--- src/source/rv_isa_pkg.sv ---
`default_nettype none

package rv_isa_pkg;

    localparam int xlen       = 64;
    localparam int ilen       = 32;
    localparam int reg_addr_w = 5;

    // instruction field positions
    localparam int rd_lsb     = 7;
    localparam int funct3_lsb = 12;
    localparam int rs1_lsb    = 15;
    localparam int rs2_lsb    = 20;
    localparam int funct7_lsb = 25;

    typedef enum logic [6:0] {
        opc_op        = 7'b0110011,
        opc_op_imm    = 7'b0010011,
        opc_op_32     = 7'b0111011,
        opc_op_imm_32 = 7'b0011011,
        opc_load      = 7'b0000011,
        opc_store     = 7'b0100011,
        opc_jal       = 7'b1101111,
        opc_jalr      = 7'b1100111,
        opc_lui       = 7'b0110111,
        opc_auipc     = 7'b0010111,
        opc_branch    = 7'b1100011,
        opc_system    = 7'b1110011
    } opcode_e;

    localparam logic [2:0] f3_add_sub = 3'b000;
    localparam logic [2:0] f3_sltiu   = 3'b011;
    localparam logic [2:0] f3_sri     = 3'b101;
    localparam logic [2:0] f3_lw      = 3'b010;
    localparam logic [2:0] f3_ld      = 3'b011;
    localparam logic [2:0] f3_lbu     = 3'b100;
    localparam logic [2:0] f3_sh      = 3'b001;
    localparam logic [2:0] f3_sd      = 3'b011;
    localparam logic [2:0] f3_beq     = 3'b000;
    localparam logic [2:0] f3_bne     = 3'b001;

    localparam logic [6:0]  funct7_sub  = 7'b0100000;   // sub, sra
    localparam logic [31:0] ebreak_code = 32'h0010_0073;

endpackage

`default_nettype wire

--- src/source/core_ctrl_pkg.sv ---
`default_nettype none

package core_ctrl_pkg;

    typedef enum logic [1:0] {alu_add, alu_sub, alu_sltu, alu_sra} alu_op_e;

    typedef enum logic [2:0] {imm_i, imm_s, imm_b, imm_u, imm_j} imm_sel_e;

    typedef enum logic [1:0] {src_reg, src_imm, src_pc_imm, src_pc_four} alu_src_e;

    typedef enum logic [2:0] {
        size_none, size_byte_u, size_half, size_word_s, size_dword
    } mem_size_e;

    typedef struct packed {
        logic                            valid;
        logic [rv_isa_pkg::xlen-1:0]     pc;
        logic [rv_isa_pkg::ilen-1:0]     inst;
    } issue_t;

    typedef struct packed {
        logic                               reg_wen;
        logic [rv_isa_pkg::reg_addr_w-1:0]  rd;
        logic [rv_isa_pkg::reg_addr_w-1:0]  rs1;
        logic [rv_isa_pkg::reg_addr_w-1:0]  rs2;
        imm_sel_e                           imm_sel;
        alu_op_e                            alu_op;
        alu_src_e                           alu_src;
        logic                               word_op;     // 32-bit result, sign-extended
        logic                               mem_read;
        logic                               mem_write;
        mem_size_e                          mem_size;
        logic                               branch;
        logic                               branch_ne;   // bne, else beq
        logic                               jump;
        logic                               jalr;
        logic                               illegal;
        logic                               ebreak;
    } ctrl_t;

    typedef struct packed {
        logic                            valid;
        logic [rv_isa_pkg::xlen-1:0]     pc;
        logic [rv_isa_pkg::xlen-1:0]     next_pc;
        logic [rv_isa_pkg::xlen-1:0]     result;      // alu value or memory address
        logic [rv_isa_pkg::xlen-1:0]     store_data;
        ctrl_t                           ctrl;
    } exec_t;

    typedef struct packed {
        logic [rv_isa_pkg::xlen-1:0]        pc;
        logic [rv_isa_pkg::xlen-1:0]        next_pc;
        logic [rv_isa_pkg::reg_addr_w-1:0]  rd;
        logic                               reg_wen;
        logic [rv_isa_pkg::xlen-1:0]        wdata;
        logic                               illegal;
        logic                               ebreak;
    } retire_t;

endpackage

`default_nettype wire

--- src/source/ctrl.sv ---
`timescale 1ns/1ps
`default_nettype none

module ctrl (
    input  logic [rv_isa_pkg::ilen-1:0] inst,
    output core_ctrl_pkg::ctrl_t        ctrl
);

    rv_isa_pkg::opcode_e opcode;
    logic [2:0]          funct3;
    logic [6:0]          funct7;

    assign opcode = rv_isa_pkg::opcode_e'(inst[6:0]);
    assign funct3 = inst[rv_isa_pkg::funct3_lsb +: 3];
    assign funct7 = inst[rv_isa_pkg::funct7_lsb +: 7];

    always_comb begin
        ctrl          = '0;
        ctrl.rd       = inst[rv_isa_pkg::rd_lsb +: rv_isa_pkg::reg_addr_w];
        ctrl.rs1      = inst[rv_isa_pkg::rs1_lsb +: rv_isa_pkg::reg_addr_w];
        ctrl.rs2      = inst[rv_isa_pkg::rs2_lsb +: rv_isa_pkg::reg_addr_w];
        ctrl.imm_sel  = core_ctrl_pkg::imm_i;
        ctrl.alu_op   = core_ctrl_pkg::alu_add;
        ctrl.alu_src  = core_ctrl_pkg::src_imm;
        ctrl.mem_size = core_ctrl_pkg::size_none;
        ctrl.illegal  = 1'b1;                        // cleared by known encodings
        case (opcode)
            rv_isa_pkg::opc_op: begin
                ctrl.reg_wen = 1'b1;
                ctrl.alu_src = core_ctrl_pkg::src_reg;
                ctrl.illegal = funct3 != rv_isa_pkg::f3_add_sub
                               || (funct7 != '0 && funct7 != rv_isa_pkg::funct7_sub);
                if (funct7 == rv_isa_pkg::funct7_sub) begin
                    ctrl.alu_op = core_ctrl_pkg::alu_sub;
                end
            end
            rv_isa_pkg::opc_op_32: begin
                ctrl.reg_wen = 1'b1;
                ctrl.alu_src = core_ctrl_pkg::src_reg;
                ctrl.word_op = 1'b1;
                ctrl.illegal = funct3 != rv_isa_pkg::f3_add_sub || funct7 != '0;   // addw only
            end
            rv_isa_pkg::opc_op_imm: begin
                ctrl.reg_wen = 1'b1;
                case (funct3)
                    rv_isa_pkg::f3_add_sub: begin
                        ctrl.illegal = 1'b0;
                    end
                    rv_isa_pkg::f3_sltiu: begin
                        ctrl.alu_op  = core_ctrl_pkg::alu_sltu;
                        ctrl.illegal = 1'b0;
                    end
                    rv_isa_pkg::f3_sri: begin
                        ctrl.alu_op  = core_ctrl_pkg::alu_sra;
                        ctrl.illegal = funct7[6:1] != rv_isa_pkg::funct7_sub[6:1];  // shamt[5] below
                    end
                    default: begin
                        ctrl.illegal = 1'b1;
                    end
                endcase
            end
            rv_isa_pkg::opc_op_imm_32: begin
                ctrl.reg_wen = 1'b1;
                ctrl.word_op = 1'b1;
                ctrl.illegal = funct3 != rv_isa_pkg::f3_add_sub;
            end
            rv_isa_pkg::opc_load: begin
                ctrl.reg_wen  = 1'b1;
                ctrl.mem_read = 1'b1;
                case (funct3)
                    rv_isa_pkg::f3_lw:  ctrl.mem_size = core_ctrl_pkg::size_word_s;
                    rv_isa_pkg::f3_ld:  ctrl.mem_size = core_ctrl_pkg::size_dword;
                    rv_isa_pkg::f3_lbu: ctrl.mem_size = core_ctrl_pkg::size_byte_u;
                    default:            ctrl.mem_size = core_ctrl_pkg::size_none;
                endcase
                ctrl.illegal = ctrl.mem_size == core_ctrl_pkg::size_none;
            end
            rv_isa_pkg::opc_store: begin
                ctrl.mem_write = 1'b1;                   // no register write
                ctrl.imm_sel   = core_ctrl_pkg::imm_s;
                case (funct3)
                    rv_isa_pkg::f3_sh: ctrl.mem_size = core_ctrl_pkg::size_half;
                    rv_isa_pkg::f3_sd: ctrl.mem_size = core_ctrl_pkg::size_dword;
                    default:           ctrl.mem_size = core_ctrl_pkg::size_none;
                endcase
                ctrl.illegal = ctrl.mem_size == core_ctrl_pkg::size_none;
            end
            rv_isa_pkg::opc_branch: begin
                ctrl.alu_src   = core_ctrl_pkg::src_reg;
                ctrl.imm_sel   = core_ctrl_pkg::imm_b;
                ctrl.branch    = 1'b1;
                ctrl.branch_ne = funct3 == rv_isa_pkg::f3_bne;
                ctrl.illegal   = funct3 != rv_isa_pkg::f3_beq && funct3 != rv_isa_pkg::f3_bne;
            end
            rv_isa_pkg::opc_jal: begin
                ctrl.reg_wen = 1'b1;
                ctrl.jump    = 1'b1;
                ctrl.imm_sel = core_ctrl_pkg::imm_j;
                ctrl.alu_src = core_ctrl_pkg::src_pc_four;   // link value
                ctrl.illegal = 1'b0;
            end
            rv_isa_pkg::opc_jalr: begin
                ctrl.reg_wen = 1'b1;
                ctrl.jump    = 1'b1;
                ctrl.jalr    = 1'b1;
                ctrl.alu_src = core_ctrl_pkg::src_pc_four;
                ctrl.illegal = funct3 != 3'b000;
            end
            rv_isa_pkg::opc_lui: begin
                ctrl.reg_wen = 1'b1;
                ctrl.rs1     = '0;                       // x0 + imm
                ctrl.imm_sel = core_ctrl_pkg::imm_u;
                ctrl.illegal = 1'b0;
            end
            rv_isa_pkg::opc_auipc: begin
                ctrl.reg_wen = 1'b1;
                ctrl.imm_sel = core_ctrl_pkg::imm_u;
                ctrl.alu_src = core_ctrl_pkg::src_pc_imm;
                ctrl.illegal = 1'b0;
            end
            rv_isa_pkg::opc_system: begin
                ctrl.ebreak  = inst == rv_isa_pkg::ebreak_code;
                ctrl.illegal = !ctrl.ebreak;
            end
            default: begin
                ctrl.illegal = 1'b1;
            end
        endcase
        if (ctrl.illegal) begin                          // retire as a no-op
            ctrl.reg_wen   = 1'b0;
            ctrl.mem_read  = 1'b0;
            ctrl.mem_write = 1'b0;
            ctrl.branch    = 1'b0;
            ctrl.jump      = 1'b0;
            ctrl.jalr      = 1'b0;
        end
    end

endmodule

`default_nettype wire

--- config.mk ---
export PLATFORM = sky130hd
export DESIGN_NAME = ctrl
export DESIGN_NICKNAME = d
export VERILOG_FILES = /design/src/source/rv_isa_pkg.sv /design/src/source/core_ctrl_pkg.sv /design/src/source/ctrl.sv
export SDC_FILE = /design/constraint.sdc
export NUM_CORES = 1
export LEC_CHECK = 0
export BUFFER_PORTS_ARGS = -buffer_cell sky130_fd_sc_hd__buf_4
export CORE_UTILIZATION = 30
export DETAILED_ROUTE_END_ITERATION = 16
export PLACE_DENSITY_LB_ADDON = 0.2
export SLEW_MARGIN = 40
export SYNTH_ARGS = -nofsm -noshare
export SYNTH_HDL_FRONTEND = slang
export SYNTH_SLANG_ARGS = --single-unit
--- constraint.sdc ---
create_clock -name vclk -period 6.86
set_clock_uncertainty 0.15 [all_clocks]
set_input_delay 1.029 -clock vclk [all_inputs]
set_output_delay 1.029 -clock vclk [all_outputs]
set_load 0.01 [all_outputs]
==> key figures, run 1 <==
Die
  • Num rows: 17
  • Die Height: 51.3 microns
  • Die area: around 2600 sq um
  • Die X: 51.3 microns
  • Starting Density: 0.323
  • Core Region: 2250 sq um
  • Ports: 67

Worst hold path
  • Min-delay worst type: in2out

Global route
  • Met1 usage: 0.239
  • Number of global-route vias before repair: 863
  • Gr busiest metal: met2
  • GR Layer Usage met2: 0.357
  • Pin count of the biggest net entering global routing: 18
  • Global Route met3 Usage: 0.00893
  • First-pass GRT wire length: approximately 3900 microns
  • Antenna violations before repair: 0
  • Remaining Overflow, GRT: 0
  • GRT Util Overall: 0.186

Drt
  • Iter 0 DRT Violations: 38
  • Routed vias: 1078
  • TritonRoute pass-1 iters: 4
  • Routed WL per cell: between 10 and 15 microns
  • Antenna Nets Post-Route: 0
  • DRC: 0
  • Routed WL: 2530 microns
  • Vias per std cell: roughly 5.6

Worst setup path
  • CP max FO: 17
  • Crit. End Element: primary output
  • Worst setup startpoint: inst[2]
  • Critical path type: in2out
  • Worst EP arrival: 2.81 ns
  • Worst Setup EP: ctrl[1]
  • Required time of the critical path: around 5.7 ns
  • CP startpoint kind: primary input

Timing
  • Hold Worst Slack: 2.09 ns
  • RSZ-0062 raised after global routing: false
  • Max Transition Viols Final: 0
  • Worst slew pin tran: 0.725 ns
  • Post-route setup TNS: 0 ns
  • Slew Limit Headroom: 0.515
  • Final setup vio count: 0
  • Final hold vios: 0
  • Final worst path period share: 0.582
  • Max Clk Rate: 251 MHz
  • Tmin final: 3.99 ns

Logic synthesis
  • Gate Count Post-Synth: between 100 and 150
  • Synth warn: 0
  • Syn nets: 150
  • Distinct cells, synth: 38
  • Mapped cell area: approximately 730 sq um
  • Post-Syn Area per Cell: 6.17 sq um
  • Sequential share of the synthesized area: 0

Run
  • Max-Cap Viols: 0

Final layout
  • FFs & Latches: 0
  • Ratio of cells with drive above 1 in the final layout: 0.434
  • Final net count: 200
  • Ant diodes: 0
  • Commonest non-fill, non-tap cell in the layout: buf_4
  • Area growth syn-to-layout: 58.6%
  • Most frequent cells in the layout: buf_4, nor3_1, nand2_1, and2_1, nor2_1
  • FF+latch area: 0 sq um
  • Fin util: 0.512
  • Number of clock buffers in the layout: 0

Placed design
  • DPL Wire Length: 2010 microns
  • I/O Buffers: 67
  • Final GP Congestion: 0.875

Pwr
  • P per Cell Area: 46.1 nW/um^2
  • Combinational power share: 1.000
  • Peak VDD IR: 0.0000253 V
  • P_leak: 0.508 nW
  • Internal: 0.0278 mW
  • Sequential Power Share: 0
  • Sw Share: 0.479
  • NetSw: 0.0255 mW
  • Clock share of power: 0

Clocking
  • Post-CTS Setup Inserts: 0
  • Hold Buf Count CTS: 0
  • Cells resized by post-CTS repair: 0

Status
  • Status: complete, no violations
synth_stat cells, types with 2 or more instances:
master / number / area share
nor3_1: 13 / 0.089
buf_4: 10 / 0.10
nand2_1: 9 / 0.046
and2_1: 8 / 0.069
nor2_1: 8 / 0.041
a21oi_1: 7 / 0.048
clkbuf_1: 7 / 0.036
nor4_1: 7 / 0.060
nand4_1: 5 / 0.043
nor2b_1: 5 / 0.043
nand2b_1: 3 / 0.026
nor3b_1: 3 / 0.031
a21bo_2: 2 / 0.027
and3_1: 2 / 0.017
mux2i_1: 2 / 0.027
nand3_1: 2 / 0.014
nor4b_1: 2 / 0.024
o211ai_1: 2 / 0.021
or4_1: 2 / 0.021
power groups by stage:
stage | registers (mW) | logic, mW | clock network (mW)
floorplan | 0 | 0.0291 | 0
CTS | 0 | 0.0531 | 0
detailed placement | 0 | 0.0530 | 0
global placement | 0 | 0.0521 | 0
finish | 0 | 0.0533 | 0
global route | 0 | 0.0584 | 0
how the worst min path moves through the flow:
stage              from  endpoint  cells after the start
3_5_place_dp   inst[23]  ctrl[22]                      2
6_report       inst[23]  ctrl[22]                      2
3_3_place_gp   inst[20]  ctrl[19]                      2
4_1_cts        inst[23]  ctrl[22]                      2
5_1_grt        inst[23]  ctrl[22]                      2
2_1_floorplan  inst[20]  ctrl[19]                      1
cell type report:
| class | count | area, sq um |
|---|---|---|
| Tap cell | 28 | 35.0 |
| Timing Repair Buffer | 67 | 503 |
| Fill cell | 230 | 1100 |
| Multi-Input combinational cell | 99 | 617 |
worst max-delay path, stage by stage:
cell    delay, ns
buf_4        0.17
or4b_1       0.52
a32o_1       0.27
a32o_2       0.26
or4_1        0.40
buf_4        0.16
layer usage:
| metal | routed length [microns] | share of wire |
|---|---|---|
| met4 | 0 | 0 |
| met1 | 1010 | 0.40 |
| met2 | 1270 | 0.50 |
| met3 | 252 | 0.10 |
| met5 | 0 | 0 |
per-stage QoR:
step                cell area (sq um)  power (mW)  worst slack (ns)  instances
floorplan                         728      0.0291              3.11        118
global placement                 1150      0.0521              2.75        194
detailed placement               1150      0.0530              2.87        194
CTS                              1150      0.0531              2.87        194
global route                     1150      0.0584              2.71        194
finish                           1150      0.0533              2.87        194
kinds of logic (layout without fill, tap and decap cells):
logic type / Yosys count / count (layout) / share of synthesized area
AND/OR/NAND/NOR: 78 / 78 / 0.627
XOR/XNOR: 1 / 1 / 0.0120
AO/OA/AOI/OAI: 18 / 18 / 0.172
multiplexers: 2 / 2 / 0.0275
buffers and inverters: 19 / 67 / 0.162
No activity file was read; power rests on OpenSTA's default activity.
==> inputs of run 2 (changes only) <==
==> constraint.sdc (replaced) <==
create_clock -name vclk -period 3.8
set_clock_uncertainty 0.15 [all_clocks]
set_input_delay 0.57 -clock vclk [all_inputs]
set_output_delay 0.57 -clock vclk [all_outputs]
set_load 0.01 [all_outputs]
==> key figures, run 2 (synthesized netlist as in run 1, its figures left out) <==
Final layout
  • Ratio of cells with drive above 1 in the final layout: 0.435 (+0.000789)
  • Number of clock buffers in the layout: 0 (unchanged)
  • Filler cells: 225 (-2.2%)
  • FFs & Latches: 0 (unchanged)
  • Final net count: 202 (+1.0%)
  • FF+latch area: 0 sq um (unchanged)
  • Area growth syn-to-layout: 59.8%
  • Fin util: 0.516 (+0.00388)
  • Ant diodes: 0 (unchanged)
  • Commonest non-fill, non-tap cell in the layout: buf_4
  • Most frequent cells in the layout: buf_4, nor3_1, nand2_1, and2_1, nor2_1

Timing
  • Final WS setup: 0.731 ns (-2.14 ns)
  • Max Clk Rate: 326 MHz
  • Post-route setup TNS: 0 ns (unchanged)
  • Tmin final: about 3.1 ns
  • Slew Limit Headroom: 0.726 (+0.210)
  • Final setup vio count: 0 (unchanged)
  • Max Transition Viols Final: 0 (unchanged)
  • Worst slew pin tran: 0.411 ns (-0.314 ns)
  • RSZ-0062 raised after global routing: false
  • Final hold vios: 0 (unchanged)
  • Hold Worst Slack: 1.17 ns (-0.919 ns)
  • Final worst path period share: 0.808

Die
  • Num rows: 17 (unchanged)
  • Die area: 2630 sq um (unchanged)
  • Starting Density: 0.323 (unchanged)
  • Ports: 67 (unchanged)
  • Die Height: 51.3 microns (unchanged)
  • Core Region: 2250 sq um (unchanged)
  • Die X: 51.3 microns (unchanged)

Clocking
  • Hold Buf Count CTS: 0 (unchanged)
  • Post-CTS Setup Inserts: 0 (unchanged)
  • Cells resized by post-CTS repair: 0 (unchanged)

Worst hold path
  • Min-delay worst type: in2out
  • WHS Path Cells: 2 (unchanged)

Placed design
  • Dpl ws: 0.731 ns (-2.14 ns)
  • DPL Wire Length: 2050 microns (+2.2%)
  • Final GP Congestion: 0.903 (+3.2%)
  • I/O Buffers: 67 (unchanged)

Worst setup path
  • Worst EP arrival: 2.35 ns (-0.46 ns)
  • Required time of the critical path: 3.08 ns (-2.60 ns)
  • Critical path type: in2out
  • CP startpoint kind: primary input
  • CP max FO: 17 (unchanged)
  • Crit. End Element: primary output

Drt
  • Routed vias: 1078 (unchanged)
  • Antenna Nets Post-Route: 0 (unchanged)
  • DRC: 0 (unchanged)
  • Vias per std cell: 5.50 (-1.0%)
  • Routed WL per cell: 13.0 microns (-0.35%)
  • TritonRoute pass-1 iters: 4 (unchanged)
  • Iter 0 DRT Violations: 20 (-47%)
  • Routed WL: 2540 microns (+0.67%)

Pwr
  • Total power draw: 0.0970 mW (+82%)
  • Sw Share: 0.478 (-0.000784)
  • NetSw: 0.0463 mW (+82%)
  • Peak VDD IR: 0.0000489 V (+93%)
  • Sequential Power Share: 0 (unchanged)
  • Internal: 0.0506 mW (+82%)
  • P_leak: 0.518 nW (+2.0%)
  • P per Cell Area: 83.3 nW/um^2 (+81%)
  • Combinational power share: 1.000 (about the same)
  • Clock share of power: 0 (unchanged)

Global route
  • Pin count of the biggest net entering global routing: 18 (unchanged)
  • Number of global-route vias before repair: 903 (+4.6%)
  • GRT Util Overall: 0.182 (-0.00431)
  • Remaining Overflow, GRT: 0 (unchanged)
  • Antenna violations before repair: 0 (unchanged)
  • First-pass GRT wire length: 3840 microns (-0.54%)

Run
  • Max-Cap Viols: 0 (unchanged)

Status
  • Status: complete, no violations
run 2: cell types whose count changed in the layout (fill, tap and decap cells not counted):
cell,before,now
buf_4,67,69
nor4bb_1,0,1
nor4bb_2,1,0
run 2: layer usage:
layer  wire length, microns  track usage  vias to the layer above  share of wire
li1                       -            -                      533              -
met1                   1030        0.225                      487           0.41
met2                   1260        0.351                       58           0.49
met3                    251       0.0149                        0          0.099
met4                      0       0.0135                        0              0
met5                      0            0                        -              0
run 2: path summary, 6_finish.rpt:
check      from        to  slack, ns
max     inst[2]   ctrl[1]       0.73
min    inst[20]  ctrl[19]       1.17
run 2: per-stage QoR:
stage,instances,area [sq um]
2_1_floorplan,118,728
3_3_place_gp,196,1160
3_5_place_dp,196,1160
4_1_cts,196,1160
5_1_grt,196,1160
6_report,196,1160
run 2: final cells by class:
class / count / area (sq um) / area share
multi-input combinational: 99 / 611 / 0.525
tap: 28 / 35.0 / 0.0301
timing repair buffer: 69 / 518 / 0.445
run 2: worst max-delay path: stages:
cell and delay [ns]:
buf_4 0.17, or4b_1 0.52, a32o_1 0.26, a32o_2 0.25, or4_1 0.41, buf_4 0.16
run 2: power by group through the flow:
| stage | logic (mW) | registers [mW] | clock network (mW) |
|---|---|---|---|
| 2_1_floorplan | 0.0525 | 0 | 0 |
| 3_3_place_gp | 0.0949 | 0 | 0 |
| 3_5_place_dp | 0.0967 | 0 | 0 |
| 4_1_cts | 0.0967 | 0 | 0 |
| 5_1_grt | 0.106 | 0 | 0 |
| 6_report | 0.0970 | 0 | 0 |
==> inputs of run 3 (changes only) <==
--- a/config.mk
+++ b/config.mk
@@ -5,6 +5,7 @@
 export SDC_FILE = /design/constraint.sdc
 export NUM_CORES = 1
 export LEC_CHECK = 0
+export ABC_AREA = 1
 export BUFFER_PORTS_ARGS = -buffer_cell sky130_fd_sc_hd__buf_4
 export CORE_UTILIZATION = 30
 export DETAILED_ROUTE_END_ITERATION = 16
==> constraint.sdc (replaced) <==
create_clock -name vclk -period 3.15
set_clock_uncertainty 0.15 [all_clocks]
set_input_delay 0.4725 -clock vclk [all_inputs]
set_output_delay 0.4725 -clock vclk [all_outputs]
set_load 0.01 [all_outputs]
==> key figures, run 3 <==
Logic synthesis
  • Gate Count Post-Synth: 147 (+25%)
  • Syn nets: 179 (+19%)
  • Distinct cells, synth: 19 (-50%)
  • Mapped cell area: 739 sq um (+1.5%)
  • Synth warn: 0 (unchanged)
  • Count leader, synth: nor2_1
  • Share of the synthesized area in the top cell type: 0.168 (+0.0644)
  • Ranking of synthesized cells by area: nor2_1, nand2_1, nor2_2
  • Cell accounting for the most synthesized area: nor2_1
  • Post-Syn Area per Cell: 5.03 sq um (-18%)
  • Sequential share of the synthesized area: 0 (unchanged)
  • Post-synth top cells: nor2_1, nand2_1, nor2_2, inv_1

Worst setup path
  • Required time of the critical path: 2.53 ns (-0.55 ns)
  • Slowest CP cell: nor3_1
  • CP max FO: 7 (-10)
  • Cell family with most CP delay: simple AND/OR/NAND/NOR gates
  • Worst EP arrival: 1.75 ns (-0.60 ns)
  • Worst path most repeated cell: nor2_2
  • WP buf/inv: 3 (+1)
  • Critical path, cell by cell: buf_4, nor2_2, nand2_2, nor3_1, inv_1, nor2_2, nor2_4, nand3_4, nor2_2, buf_4
  • CP max stage delay: 0.25 ns (-0.27 ns)
  • Critical path type: in2out
  • Crit. End Element: primary output
  • CP startpoint kind: primary input

Worst hold path
  • Min-delay worst type: in2out
  • Hold path startpoint: inst[20]
  • Endpoint, Worst Hold: ctrl[19]
  • WHS Path Cells: 2 (unchanged)

Die
  • Die Height: 51.6 microns (+0.74%)
  • Ports: 67 (unchanged)
  • Starting Density: 0.325 (+0.00193)
  • Die area: 2670 sq um (+1.5%)
  • Num rows: 17 (unchanged)
  • Die X: 51.6 microns (+0.74%)
  • Core Region: 2280 sq um (+0.94%)

Clocking
  • Hold Buf Count CTS: 0 (unchanged)
  • Cells resized by post-CTS repair: 0 (unchanged)
  • Post-CTS Setup Inserts: 0 (unchanged)

Final layout
  • Area growth syn-to-layout: 62.6%
  • Area of the multi-input gates: 578 sq um (-5.3%)
  • Ratio of cells with drive above 1 in the final layout: 0.515 (+0.0802)
  • Final std cell area, no fill: 1200 sq um (+3.3%)
  • Filler cells: 243 (+8.0%)
  • FF+latch area: 0 sq um (unchanged)
  • Final net count: 238 (+18%)
  • Commonest non-fill, non-tap cell in the layout: buf_4
  • Ant diodes: 0 (unchanged)
  • FFs & Latches: 0 (unchanged)
  • Number of clock buffers in the layout: 0 (unchanged)
  • Most frequent cells in the layout: buf_4, nor2_1, nand2_1, nor2_2, inv_1

Placed design
  • I/O Buffers: 67 (unchanged)
  • DPL Wire Length: 2080 microns (+1.2%)
  • Final GP Congestion: 0.949 (+5.0%)
  • Area after DPL: 1200 sq um (+3.3%)

Pwr
  • P_leak: 0.651 nW (+26%)
  • Total power draw: 0.109 mW (+12%)
  • Peak VDD IR: 0.0000545 V (+12%)
  • P per Cell Area: 90.6 nW/um^2 (+8.7%)

Drt
  • TritonRoute pass-1 iters: 4 (unchanged)
  • Routed WL: 2360 microns (-7.2%)
  • Vias per std cell: 4.64 (-16%)
  • Routed vias: 1076 (-0.19%)
  • Routed WL per cell: 10.2 microns (-22%)
  • DRC: 0 (unchanged)
  • Iter 0 DRT Violations: 9 (-55%)
  • Antenna Nets Post-Route: 0 (unchanged)

Global route
  • Antenna violations before repair: 0 (unchanged)
  • Pin count of the biggest net entering global routing: 8 (-10)
  • Remaining Overflow, GRT: 0 (unchanged)
  • Number of global-route vias before repair: 894 (-1.0%)
  • GRT Util Overall: 0.167 (-0.0148)
  • First-pass GRT wire length: 3600 microns (-6.3%)

Timing
  • RSZ-0062 raised after global routing: false
  • Final worst path period share: 0.752
  • Final hold vios: 0 (unchanged)
  • Post-route setup TNS: 0 ns (unchanged)
  • Worst slew pin tran: 0.472 ns (+0.0605 ns)
  • Final setup vio count: 0 (unchanged)
  • Max Transition Viols Final: 0 (unchanged)
  • Tmin final: roughly 2.4 ns
  • Max Clk Rate: 422 MHz
  • Slew Limit Headroom: 0.681 (-0.0445)

Run
  • Max-Cap Viols: 0 (unchanged)

Status
  • Status: complete, no violations
[run 3: worst max path at each step]
stage	depth (start not counted)	to	start
2_1_floorplan	8	ctrl[10]	inst[1]
3_3_place_gp	12	ctrl[34]	inst[1]
3_5_place_dp	10	ctrl[34]	inst[3]
4_1_cts	10	ctrl[34]	inst[3]
5_1_grt	9	ctrl[34]	inst[27]
6_report	10	ctrl[34]	inst[3]
[run 3: cell type report]
| class | instances | area share |
|---|---|---|
| inverter | 23 | 0.0718 |
| tap | 28 | 0.0291 |
| timing repair buffer | 67 | 0.418 |
| multi-input combinational | 114 | 0.481 |
[run 3: metal layers]
layer  track usage  vias up  share of wire
met5             0        -              0
met4             0        0              0
met3       0.00292        0          0.077
met2         0.325       51           0.49
met1         0.215      457           0.44
li1              -      568              -
[run 3: cell families after synthesis]
group | synth area share
buffers and inverters | 0.218
and+or+nand+nor | 0.734
AOI/OAI and AO/OA | 0.0474
[run 3: report_power, final]
group          switching [mW]  leakage (nW)  total [mW]  internal [mW]
clock                       0             0           0              0
combinational          0.0554         0.651       0.109         0.0535
sequential                  0             0           0              0
total                  0.0554         0.651       0.109         0.0535
[run 3: stage by stage]
step,utilization,hold WS (ns),instances,setup WS (ns)
6_report,0.528,0.982,232,0.781
5_1_grt,0.528,0.987,232,0.648
4_1_cts,0.528,0.982,232,0.798
3_5_place_dp,0.528,0.982,232,0.802
3_3_place_gp,0.528,0.981,232,0.842
2_1_floorplan,-,0.849,147,1.15
